<file path="config.mk">
export PLATFORM = sky130hd
export DESIGN_NAME = FetchUnit
export DESIGN_NICKNAME = d
export VERILOG_FILES = /design/src/verilog/FetchPkg.sv /design/src/verilog/PCFile.sv /design/src/verilog/BranchTargetBuffer.sv /design/src/verilog/ICacheTable.sv /design/src/verilog/ProgramCounter.sv /design/src/verilog/FetchUnit.sv
export SDC_FILE = /design/constraint.sdc
export NUM_CORES = 2
export LEC_CHECK = 0
export BUFFER_PORTS_ARGS = -buffer_cell sky130_fd_sc_hd__buf_4
export CORE_UTILIZATION = 42
export CTS_BUF_LIST = sky130_fd_sc_hd__clkbuf_2 sky130_fd_sc_hd__clkbuf_4 sky130_fd_sc_hd__clkbuf_8
export DETAILED_ROUTE_END_ITERATION = 12
export SYNTH_ARGS = -nofsm -noshare
export SYNTH_HDL_FRONTEND = slang
export SYNTH_SLANG_ARGS = --single-unit
</file>
<file path="constraint.sdc">
create_clock -name clk -period 10.9 [get_ports clk]
set_clock_uncertainty 0.1 [all_clocks]
set_input_delay 2.18 -clock clk [delete_from_list [all_inputs] [get_ports clk]]
set_output_delay 2.18 -clock clk [all_outputs]
set_load 0.03 [all_outputs]
</file>
<file path="src/verilog/FetchPkg.sv">
package FetchPkg;

    localparam int NumSlots = 4;
    localparam int FetchIdBits = 5;
    localparam int BtbEntries = 16;
    localparam int CacheSets = 32;
    localparam int LineWords = 4;
    localparam int HistBits = 8;

    // Derived address fields, all in halfword PC bits.
    localparam int PcBits = 31;
    localparam int SlotBits = $clog2(NumSlots);
    localparam int LineOffsetBits = $clog2(LineWords * NumSlots);
    localparam int CacheSetBits = $clog2(CacheSets);
    localparam int CacheTagBits = PcBits - LineOffsetBits - CacheSetBits;
    localparam int BtbIdxBits = $clog2(BtbEntries);
    localparam int BtbTagBits = PcBits - SlotBits - BtbIdxBits;
    localparam int FetchAddrBits = PcBits - SlotBits;
    localparam int LineAddrBits = 26;
    localparam int McProgressBits = 10;

    typedef logic [FetchIdBits-1:0] FetchId_t;
    typedef logic [PcBits-1:0] Pc_t;
    typedef logic [HistBits-1:0] BHist_t;

    typedef struct packed {
        logic taken;
        logic isJump;
    } BranchPredInfo;

    typedef struct packed {
        logic found;
        logic isJump;
        Pc_t src;
        Pc_t dst;
    } BranchPrediction;

    typedef struct packed {
        logic valid;
        logic isJump;
        Pc_t src;
        Pc_t dst;
    } BranchUpdate;

    typedef struct packed {
        logic valid;
        Pc_t pc;
        FetchId_t fetchId;
    } Redirect;

    typedef struct packed {
        Pc_t pc;
        BHist_t hist;
        BranchPredInfo bpi;
        logic [SlotBits-1:0] branchPos;
    } PCFileEntry;

    typedef struct packed {
        logic [15:0] instr;
        Pc_t pc;
        FetchId_t fetchId;
        logic valid;
        logic predTaken;
    } IfInstr;

    // Line address counts 32-byte lines.
    typedef struct packed {
        logic valid;
        logic [LineAddrBits-1:0] lineAddr;
        logic cacheId;
    } McRequest;

    typedef enum logic [1:0] {
        Idle,
        Request,
        Filling,
        Install
    } CacheState_t;

endpackage

</file>
<file path="src/verilog/PCFile.sv">
`timescale 1ns/1ps

module PCFile (
    input logic clk,
    input logic wen,
    input FetchPkg::FetchId_t waddr,
    input FetchPkg::PCFileEntry wdata,
    input FetchPkg::FetchId_t raddr0,
    input FetchPkg::FetchId_t raddr1,
    output FetchPkg::PCFileEntry rdata0,
    output FetchPkg::PCFileEntry rdata1
);

    // One entry per fetch ID in the ring.
    FetchPkg::PCFileEntry entries [2**FetchPkg::FetchIdBits];

    always_ff @(posedge clk) begin
        if (wen) begin
            entries[waddr] <= wdata;
        end
    end

    assign rdata0 = entries[raddr0];
    assign rdata1 = entries[raddr1];

endmodule

</file>
<file path="src/verilog/BranchTargetBuffer.sv">
`timescale 1ns/1ps

module BranchTargetBuffer (
    input logic clk,
    input logic rst,
    input FetchPkg::Pc_t lookupPc,
    input FetchPkg::BranchUpdate update,
    output FetchPkg::BranchPrediction prediction,
    output FetchPkg::BHist_t history,
    output FetchPkg::BranchPredInfo info,
    input logic lookupEn
);

    logic [FetchPkg::BtbEntries-1:0] entryValid;
    logic [FetchPkg::BtbTagBits-1:0] entryTag [FetchPkg::BtbEntries];
    logic [FetchPkg::SlotBits-1:0] entryPos [FetchPkg::BtbEntries];
    logic entryJump [FetchPkg::BtbEntries];
    FetchPkg::Pc_t entryDst [FetchPkg::BtbEntries];

    logic [FetchPkg::BtbIdxBits-1:0] lookupIdx;
    logic [FetchPkg::BtbIdxBits-1:0] updateIdx;
    logic hit;

    assign lookupIdx = lookupPc[FetchPkg::SlotBits +: FetchPkg::BtbIdxBits];
    assign updateIdx = update.src[FetchPkg::SlotBits +: FetchPkg::BtbIdxBits];

    // Branches before the entry slot are skipped.
    assign hit = entryValid[lookupIdx]
        && entryTag[lookupIdx] == lookupPc[FetchPkg::PcBits-1 -: FetchPkg::BtbTagBits]
        && entryPos[lookupIdx] >= lookupPc[FetchPkg::SlotBits-1:0];

    always_comb begin
        prediction.found = hit;
        prediction.isJump = hit && entryJump[lookupIdx];
        prediction.src = {lookupPc[FetchPkg::PcBits-1:FetchPkg::SlotBits], entryPos[lookupIdx]};
        prediction.dst = entryDst[lookupIdx];
        // Every hit predicts taken.
        info.taken = hit;
        info.isJump = hit && entryJump[lookupIdx];
    end

    always_ff @(posedge clk) begin
        if (rst) begin
            entryValid <= '0;
            history <= '0;
        end else begin
            if (update.valid) begin
                entryValid[updateIdx] <= 1'b1;
            end
            if (lookupEn) begin
                history <= {history[FetchPkg::HistBits-2:0], info.taken};
            end
        end
    end

    always_ff @(posedge clk) begin
        if (update.valid) begin
            entryTag[updateIdx] <= update.src[FetchPkg::PcBits-1 -: FetchPkg::BtbTagBits];
            entryPos[updateIdx] <= update.src[FetchPkg::SlotBits-1:0];
            entryJump[updateIdx] <= update.isJump;
            entryDst[updateIdx] <= update.dst;
        end
    end

    assert property (@(posedge clk) disable iff (rst) update.valid |-> !$isunknown(update.src));

endmodule

</file>
<file path="src/verilog/ICacheTable.sv">
`timescale 1ns/1ps

module ICacheTable (
    input logic clk,
    input logic rst,
    input logic lookupValid,
    input FetchPkg::Pc_t lookupPc,
    output logic [FetchPkg::FetchAddrBits-1:0] lookupAddress,
    output logic stall,
    output FetchPkg::McRequest mcReq,
    input logic mcBusy,
    input logic [FetchPkg::McProgressBits-1:0] mcProgress
);

    FetchPkg::CacheState_t state;
    logic [FetchPkg::CacheSets-1:0] tagValid;
    logic [FetchPkg::CacheTagBits-1:0] tags [FetchPkg::CacheSets];

    logic [FetchPkg::CacheSetBits-1:0] lookupSet;
    logic [FetchPkg::CacheSetBits-1:0] missSet;
    logic [FetchPkg::CacheTagBits-1:0] lookupTag;
    logic [FetchPkg::FetchAddrBits-1:0] lastAddress;
    FetchPkg::Pc_t missPc;
    logic hit;
    logic sawBusy;
    logic lineDone;

    assign lookupSet = lookupPc[FetchPkg::LineOffsetBits +: FetchPkg::CacheSetBits];
    assign lookupTag = lookupPc[FetchPkg::PcBits-1 -: FetchPkg::CacheTagBits];
    assign missSet = missPc[FetchPkg::LineOffsetBits +: FetchPkg::CacheSetBits];
    assign hit = tagValid[lookupSet] && tags[lookupSet] == lookupTag;

    // Memory keeps seeing the last looked-up block until the next lookup.
    assign lookupAddress = lookupValid ? lookupPc[FetchPkg::PcBits-1:FetchPkg::SlotBits]
                                       : lastAddress;
    assign stall = state != FetchPkg::Idle;

    assign mcReq.valid = state == FetchPkg::Request && !mcBusy;
    assign mcReq.lineAddr = missPc[FetchPkg::LineOffsetBits +: FetchPkg::LineAddrBits];
    assign mcReq.cacheId = 1'b0;

    always_ff @(posedge clk) begin
        if (lookupValid) begin
            lastAddress <= lookupPc[FetchPkg::PcBits-1:FetchPkg::SlotBits];
        end
        if (state == FetchPkg::Idle && lookupValid && !hit) begin
            missPc <= lookupPc;
        end
        if (state == FetchPkg::Install) begin
            tags[missSet] <= missPc[FetchPkg::PcBits-1 -: FetchPkg::CacheTagBits];
        end
    end

    always_ff @(posedge clk) begin
        if (rst) begin
            state <= FetchPkg::Idle;
            tagValid <= '0;
            sawBusy <= 1'b0;
            lineDone <= 1'b0;
        end else begin
            case (state)
                FetchPkg::Idle: begin
                    if (lookupValid && !hit) begin
                        state <= FetchPkg::Request;
                    end
                end
                FetchPkg::Request: begin
                    sawBusy <= 1'b0;
                    lineDone <= 1'b0;
                    if (!mcBusy) begin
                        state <= FetchPkg::Filling;
                    end
                end
                FetchPkg::Filling: begin
                    // Fill ends when busy falls after all beats arrived.
                    if (mcBusy) begin
                        sawBusy <= 1'b1;
                    end
                    if (mcProgress >= FetchPkg::McProgressBits'(FetchPkg::LineWords)) begin
                        lineDone <= 1'b1;
                    end
                    if (sawBusy && !mcBusy && lineDone) begin
                        state <= FetchPkg::Install;
                    end
                end
                FetchPkg::Install: begin
                    tagValid[missSet] <= 1'b1;
                    state <= FetchPkg::Idle;
                end
                default: state <= FetchPkg::Idle;
            endcase
        end
    end

    assert property (@(posedge clk) disable iff (rst) mcReq.valid |=> !mcReq.valid);
    assert property (@(posedge clk) disable iff (rst) mcBusy |-> !mcReq.valid);

endmodule

</file>
<file path="src/verilog/ProgramCounter.sv">
`timescale 1ns/1ps

module ProgramCounter (
    input logic clk,
    input logic rst,
    input FetchPkg::Redirect redirect,
    input FetchPkg::FetchId_t robFetchId,
    input logic [63:0] instrData,
    input FetchPkg::BranchPrediction prediction,
    input FetchPkg::BHist_t history,
    input FetchPkg::BranchPredInfo info,
    input logic cacheStall,
    output logic lookupEn,
    output FetchPkg::Pc_t pc,
    output logic pcFileWen,
    output FetchPkg::FetchId_t pcFileWaddr,
    output FetchPkg::PCFileEntry pcFileWdata,
    output FetchPkg::IfInstr instrs [FetchPkg::NumSlots],
    output logic stall
);

    FetchPkg::FetchId_t fetchId;
    FetchPkg::Pc_t nextPc;
    logic stageValid;
    logic advance;

    // Stage 0 state.
    FetchPkg::Pc_t pcLast;
    FetchPkg::BHist_t histLast;
    FetchPkg::BranchPredInfo infoLast;
    logic [FetchPkg::SlotBits-1:0] branchPosLast;

    // Stage 1 output block.
    logic [FetchPkg::NumSlots-1:0] slotValid;
    logic [FetchPkg::NumSlots-1:0] slotTaken;
    logic [63:0] slotData;
    FetchPkg::Pc_t blockPc;
    FetchPkg::FetchId_t blockId;

    // Ring full when the next ID reaches the oldest one in the ROB.
    assign stall = robFetchId == fetchId || cacheStall;
    assign lookupEn = !stall && !redirect.valid;
    assign advance = stageValid && !stall && !redirect.valid;

    assign nextPc = prediction.found
        ? prediction.dst
        : {pc[FetchPkg::PcBits-1:FetchPkg::SlotBits] + 1'b1, {FetchPkg::SlotBits{1'b0}}};

    assign pcFileWen = advance;
    assign pcFileWaddr = fetchId;

    always_comb begin
        pcFileWdata.pc = pcLast;
        pcFileWdata.hist = histLast;
        pcFileWdata.bpi = infoLast;
        pcFileWdata.branchPos = branchPosLast;
    end

    always_ff @(posedge clk) begin
        if (rst) begin
            pc <= '0;
            fetchId <= '0;
            stageValid <= 1'b0;
            slotValid <= '0;
            slotTaken <= '0;
        end else if (redirect.valid) begin
            pc <= redirect.pc;
            fetchId <= redirect.fetchId + 1'b1;
            stageValid <= 1'b0;
            slotValid <= '0;
            slotTaken <= '0;
        end else begin
            if (lookupEn) begin
                pc <= nextPc;
                stageValid <= 1'b1;
            end
            if (advance) begin
                fetchId <= fetchId + 1'b1;
            end
            for (int i = 0; i < FetchPkg::NumSlots; i++) begin
                slotValid[i] <= advance
                    && i >= pcLast[FetchPkg::SlotBits-1:0]
                    && (!infoLast.taken || i <= branchPosLast);
                slotTaken[i] <= advance && infoLast.taken && i == branchPosLast;
            end
        end
    end

    always_ff @(posedge clk) begin
        if (lookupEn) begin
            pcLast <= pc;
            histLast <= history;
            infoLast <= info;
            branchPosLast <= prediction.src[FetchPkg::SlotBits-1:0];
        end
        if (advance) begin
            slotData <= instrData;
            blockPc <= pcLast;
            blockId <= fetchId;
        end
    end

    always_comb begin
        for (int i = 0; i < FetchPkg::NumSlots; i++) begin
            instrs[i].instr = slotData[16*i +: 16];
            instrs[i].pc = {blockPc[FetchPkg::PcBits-1:FetchPkg::SlotBits],
                            FetchPkg::SlotBits'(i)};
            instrs[i].fetchId = blockId;
            instrs[i].valid = slotValid[i];
            instrs[i].predTaken = slotTaken[i];
        end
    end

    assert property (@(posedge clk) disable iff (rst) redirect.valid |-> !lookupEn);

endmodule

</file>
<file path="src/verilog/FetchUnit.sv">
`timescale 1ns/1ps

module FetchUnit (
    input logic clk,
    input logic rst,
    input FetchPkg::Redirect redirect,
    input FetchPkg::BranchUpdate branchUpdate,
    input FetchPkg::FetchId_t robFetchId,
    input FetchPkg::FetchId_t pcReadAddr0,
    input FetchPkg::FetchId_t pcReadAddr1,
    output FetchPkg::PCFileEntry pcReadData0,
    output FetchPkg::PCFileEntry pcReadData1,
    output logic [28:0] instrAddr,
    input logic [63:0] instrData,
    output FetchPkg::IfInstr instrs [FetchPkg::NumSlots],
    output logic stall,
    output FetchPkg::McRequest mcReq,
    input logic mcBusy,
    input logic [9:0] mcProgress
);

    logic lookupEn;
    logic cacheStall;
    logic pcFileWen;
    FetchPkg::Pc_t pc;
    FetchPkg::FetchId_t pcFileWaddr;
    FetchPkg::PCFileEntry pcFileWdata;
    FetchPkg::BranchPrediction prediction;
    FetchPkg::BHist_t history;
    FetchPkg::BranchPredInfo info;

    ProgramCounter i_ProgramCounter (
        .clk(clk),
        .rst(rst),
        .redirect(redirect),
        .robFetchId(robFetchId),
        .instrData(instrData),
        .prediction(prediction),
        .history(history),
        .info(info),
        .cacheStall(cacheStall),
        .lookupEn(lookupEn),
        .pc(pc),
        .pcFileWen(pcFileWen),
        .pcFileWaddr(pcFileWaddr),
        .pcFileWdata(pcFileWdata),
        .instrs(instrs),
        .stall(stall)
    );

    BranchTargetBuffer i_BranchTargetBuffer (
        .clk(clk),
        .rst(rst),
        .lookupPc(pc),
        .update(branchUpdate),
        .prediction(prediction),
        .history(history),
        .info(info),
        .lookupEn(lookupEn)
    );

    ICacheTable i_ICacheTable (
        .clk(clk),
        .rst(rst),
        .lookupValid(lookupEn),
        .lookupPc(pc),
        .lookupAddress(instrAddr),
        .stall(cacheStall),
        .mcReq(mcReq),
        .mcBusy(mcBusy),
        .mcProgress(mcProgress)
    );

    PCFile i_PCFile (
        .clk(clk),
        .wen(pcFileWen),
        .waddr(pcFileWaddr),
        .wdata(pcFileWdata),
        .raddr0(pcReadAddr0),
        .raddr1(pcReadAddr1),
        .rdata0(pcReadData0),
        .rdata1(pcReadData1)
    );

endmodule

</file>
==> impl_metrics.py <==
metrics = {
    "synth": {
        "synth-xor-area-share_pct": 0.3720,
        "yosysTopAreaCell": "edfxtp_1",
        "synth_compound_gate_area_share_pct": 1.696,
        "synthMuxAreaShare_pct": 22.59,
        "synth_seq_cells": 3333,
        "synthFlopType": "edfxtp_1",
        "avgSynthCellArea_sq_um": 21.19,
        "synth_cells": 6556,
        "synth_top_area_share_pct": 69.00,
        "yosysWarnings": 0,
        "synth_top_family_by_area": "multiplexers",
        "synthTopCellsByArea": "edfxtp_1 69%, mux4_2 20%, mux2i_1 2.2%",
        "yosys.area_share.simple_pct": 2.045,
        "synth-edff-count": 3192,
        "synth.distinct_cells": 76,
        "synth-async-reset-ratio_pct": 0,
        "yosys.area_share.adder_pct": 0.08107,
        "ys_seq_area_share_pct": 71.03,
        "syn_area_sq_um": 138900,
    },
    "detailed_routing": {
        "ant_nets": 0,
        "vias": 72538,
        "vias_per_cell": 5.986,
        "drt_pass1_iterations": 5,
        "wirelength_um": 398600,
        "dr.first_iter.drc_count": 7669,
        "remaining_drc_errors": 0,
        "wl_per_cell_um": 32.90,
    },
    "sta": {
        "fmax_mhz": 133.5,
        "drv_slew": 0,
        "min_period_ns": 7.490,
        "tns_ns": 0,
        "final-setup-viol-count": 0,
        "fin_crit_sh_pct": 68.71,
        "tightest_slew_ns": 1.477,
        "final.setup.worst_slack_ns": 3.410,
        "maxSlewHeadroom_pct": 1.503,
        "hold_viol_final": 0,
        "rsz0062_at_grt": "false",
    },
    "floorplanning": {
        "initial_utilization_pct": 42.33,
        "ios": 553,
        "core-area_sq_um": 328200,
        "die_x_um": 577.1,
        "die-area_sq_um": 333000,
        "row_count": 210,
        "die-height_um": 577.1,
    },
    "worst_setup_path": {
        "path_class": "in2out",
        "crit_path_end_kind": "output port",
        "cp.required_ns": 8.62,
        "reg2reg_slack_ns": 4.50,
        "cp-start-kind": "input port",
        "worstPathArrival_ns": 5.21,
        "critPathMaxFanout": 57,
        "r2r_cells": 12,
    },
    "clock_tree": {
        "cts_sinks": 3333,
        "htree_levels": 6,
        "clk_latency_ns": 1.16,
        "cts_root_buf": "clkbuf_8",
        "cts_buffers": 566,
        "cts_setup_buffers": 0,
        "cts_tree": "built",
        "clk_path_buf_depth": 4,
        "cts_resized": 0,
        "clkSlewWorstSetupHoldPaths_ns": 0.06,
        "ctsHoldBuffers": 0,
    },
    "placed_design": {
        "post-dp-hpwl_um": 223200,
        "port_buffers": 541,
        "pre_cts_ws_ns": 3.326,
        "place.gp.congestion": 0.8035,
    },
    "hold_path": {
        "hold_depth": 0,
        "min_to": "i_ProgramCounter.histLast[7]",
        "worstHoldStart": "i_BranchTargetBuffer.history[7]",
        "hold_path.class": "reg2reg",
    },
    "global_route": {
        "grt_max_degree": 113,
        "overflow": 0,
        "antenna_found_initial": 43,
        "grt_pass1_wl_um": 559500,
        "grt_pass1_vias": 75095,
        "grtUsageTotal_pct": 23.74,
    },
    "flow_run": {
        "drv_cap": 0,
    },
    "power_and_ir_drop": {
        "ir_drop_v": 0.0001890,
        "powerDensity_nw_per_um2": 189.0,
        "power_uw": 30050,
        "p_leak_uw": 0.05078,
    },
    "run_status": {
        "status": "finished clean",
    },
    "finish": {
        "drive_above_1_share_pct": 39.62,
        "fin_nets": 7520,
        "syn_to_final_growth_pct": 14.44,
    },
}
## state kept, by name (all words and copies together), names as in the netlist, 5 cells and up, named ones only
signal / flops
i_ProgramCounter.histLast: 8
i_BranchTargetBuffer.entryDst: 496
i_PCFile.entries: 1376
i_ProgramCounter.blockId: 5
i_ProgramCounter.pcFileWaddr: 5
i_ICacheTable.tags: 704
i_BranchTargetBuffer.entryJump: 16
i_BranchTargetBuffer.entryPos: 32
i_ProgramCounter.blockPc: 29
i_ProgramCounter.slotData: 64
i_ICacheTable.lastAddress: 29
i_ProgramCounter.pc: 31
i_ICacheTable.tagValid: 32
i_BranchTargetBuffer.history: 8
i_BranchTargetBuffer.entryTag: 400
i_ProgramCounter.pcLast: 31
i_ICacheTable.missPc: 27
i_BranchTargetBuffer.entryValid: 16
## how the worst max path moves through the flow
stage | start | end | cells after the start
after floorplan | robFetchId[3] | i_PCFile.entries[29][0] | 7
after global placement | pcReadAddr0[0] | pcReadData0[38] | 6
after detailed placement | pcReadAddr0[0] | pcReadData0[38] | 6
after CTS | pcReadAddr0[0] | pcReadData0[38] | 6
after global routing | pcReadAddr0[0] | pcReadData0[38] | 6
final | pcReadAddr0[0] | pcReadData0[38] | 6
## metal layers
layer  GRT usage, %  vias up  part of all wire [%]
met1          31.79    39234                    39
met5              0        -                 0.034
met4          7.180       22                   2.9
li1               -    29276                     -
met2          39.32     3338                    49
met3          4.805      668                   8.2
## report_power, final
group | internal [uW] | switching (uW)
combinational | 1330 | 2240
sequential | 14900 | 535
clock | 5930 | 5110
total | 22200 | 7890
## synthesized netlist by cell type (8+ instances only)
library cell / count
and3_1: 17
nand2b_1: 12
buf_4: 168
dfxtp_1: 141
and2_1: 14
buf_6: 17
nor2b_1: 18
nand3_1: 36
mux2i_1: 304
o22ai_1: 17
clkbuf_1: 264
nor3_1: 31
edfxtp_1: 3192
o21ai_0: 36
xor2_1: 20
nor2_1: 219
o31ai_1: 12
a211oi_1: 17
ha_1: 9
xnor2_1: 39
nor4_1: 15
nand3b_1: 14
a21oi_1: 81
mux4_2: 1208
a21o_1: 8
mux2_2: 101
a22oi_1: 109
inv_1: 16
buf_1: 60
nand2_1: 182
a31oi_1: 9
buf_2: 51
nand4_1: 15
## cell families (layout without fill, tap and decap cells)
logic type | count (synthesis) | count (layout)
xor gates and xnor gates | 59 | 59
AOI/OAI and AO/OA | 348 | 348
other | 2 | 29
and+or+nand+nor | 611 | 611
buffers and inverters | 581 | 1769
adders and majority gates | 9 | 9
muxes | 1613 | 1613
DFF | 3333 | 3333
## critical path: stages
cell	delay, ns
buf_8	0.56
buf_4	0.73
mux4_2	0.61
mux4_2	0.49
mux2_2	0.33
buf_4	0.19
## cells in the final DEF, fill, tap and decap left out, drive strengths merged, types with 9 or more instances in the layout
cell type	n
dfxtp	141
conb	9
o31ai	12
nand2	183
mux2	101
mux4	1208
a31oi	9
inv	52
clkinvlp	11
ha	9
o22ai	17
a22oi	109
xor2	20
nand3	36
o21ai	37
nand4	15
nor2b	18
a211oi	17
edfxtp	3192
nand3b	14
clkbuf	791
mux2i	304
buf	749
nand2b	12
nor2	220
and3	17
xnor2	39
and2	15
a21oi	81
nor4	17
bufinv	9
diode	20
clkinv	157
nor3	32
## stage by stage
step	instances	util (%)	hold WS [ns]	cell area, sq um
2_1_floorplan	6563	-	0.3064	138900
3_3_place_gp	11096	45.07	0.3329	147900
3_5_place_dp	11096	45.07	0.3369	147900
4_1_cts	12097	48.42	0.3461	158900
5_1_grt	12100	48.43	0.3451	158900
6_report	12117	48.44	0.3394	159000
## cell type report
class                      instances  area, sq um
sequential                      3333        98690
multi-input combinational       2649        37840
antenna                           20        50.05
clock inverter                   210         1419
tap                             4346         5438
fill                           26656       169200
clock buffer                     791         9592
timing repair buffer             749         5856
inverter                          19        75.07
(Power assumes the default switching activity.)
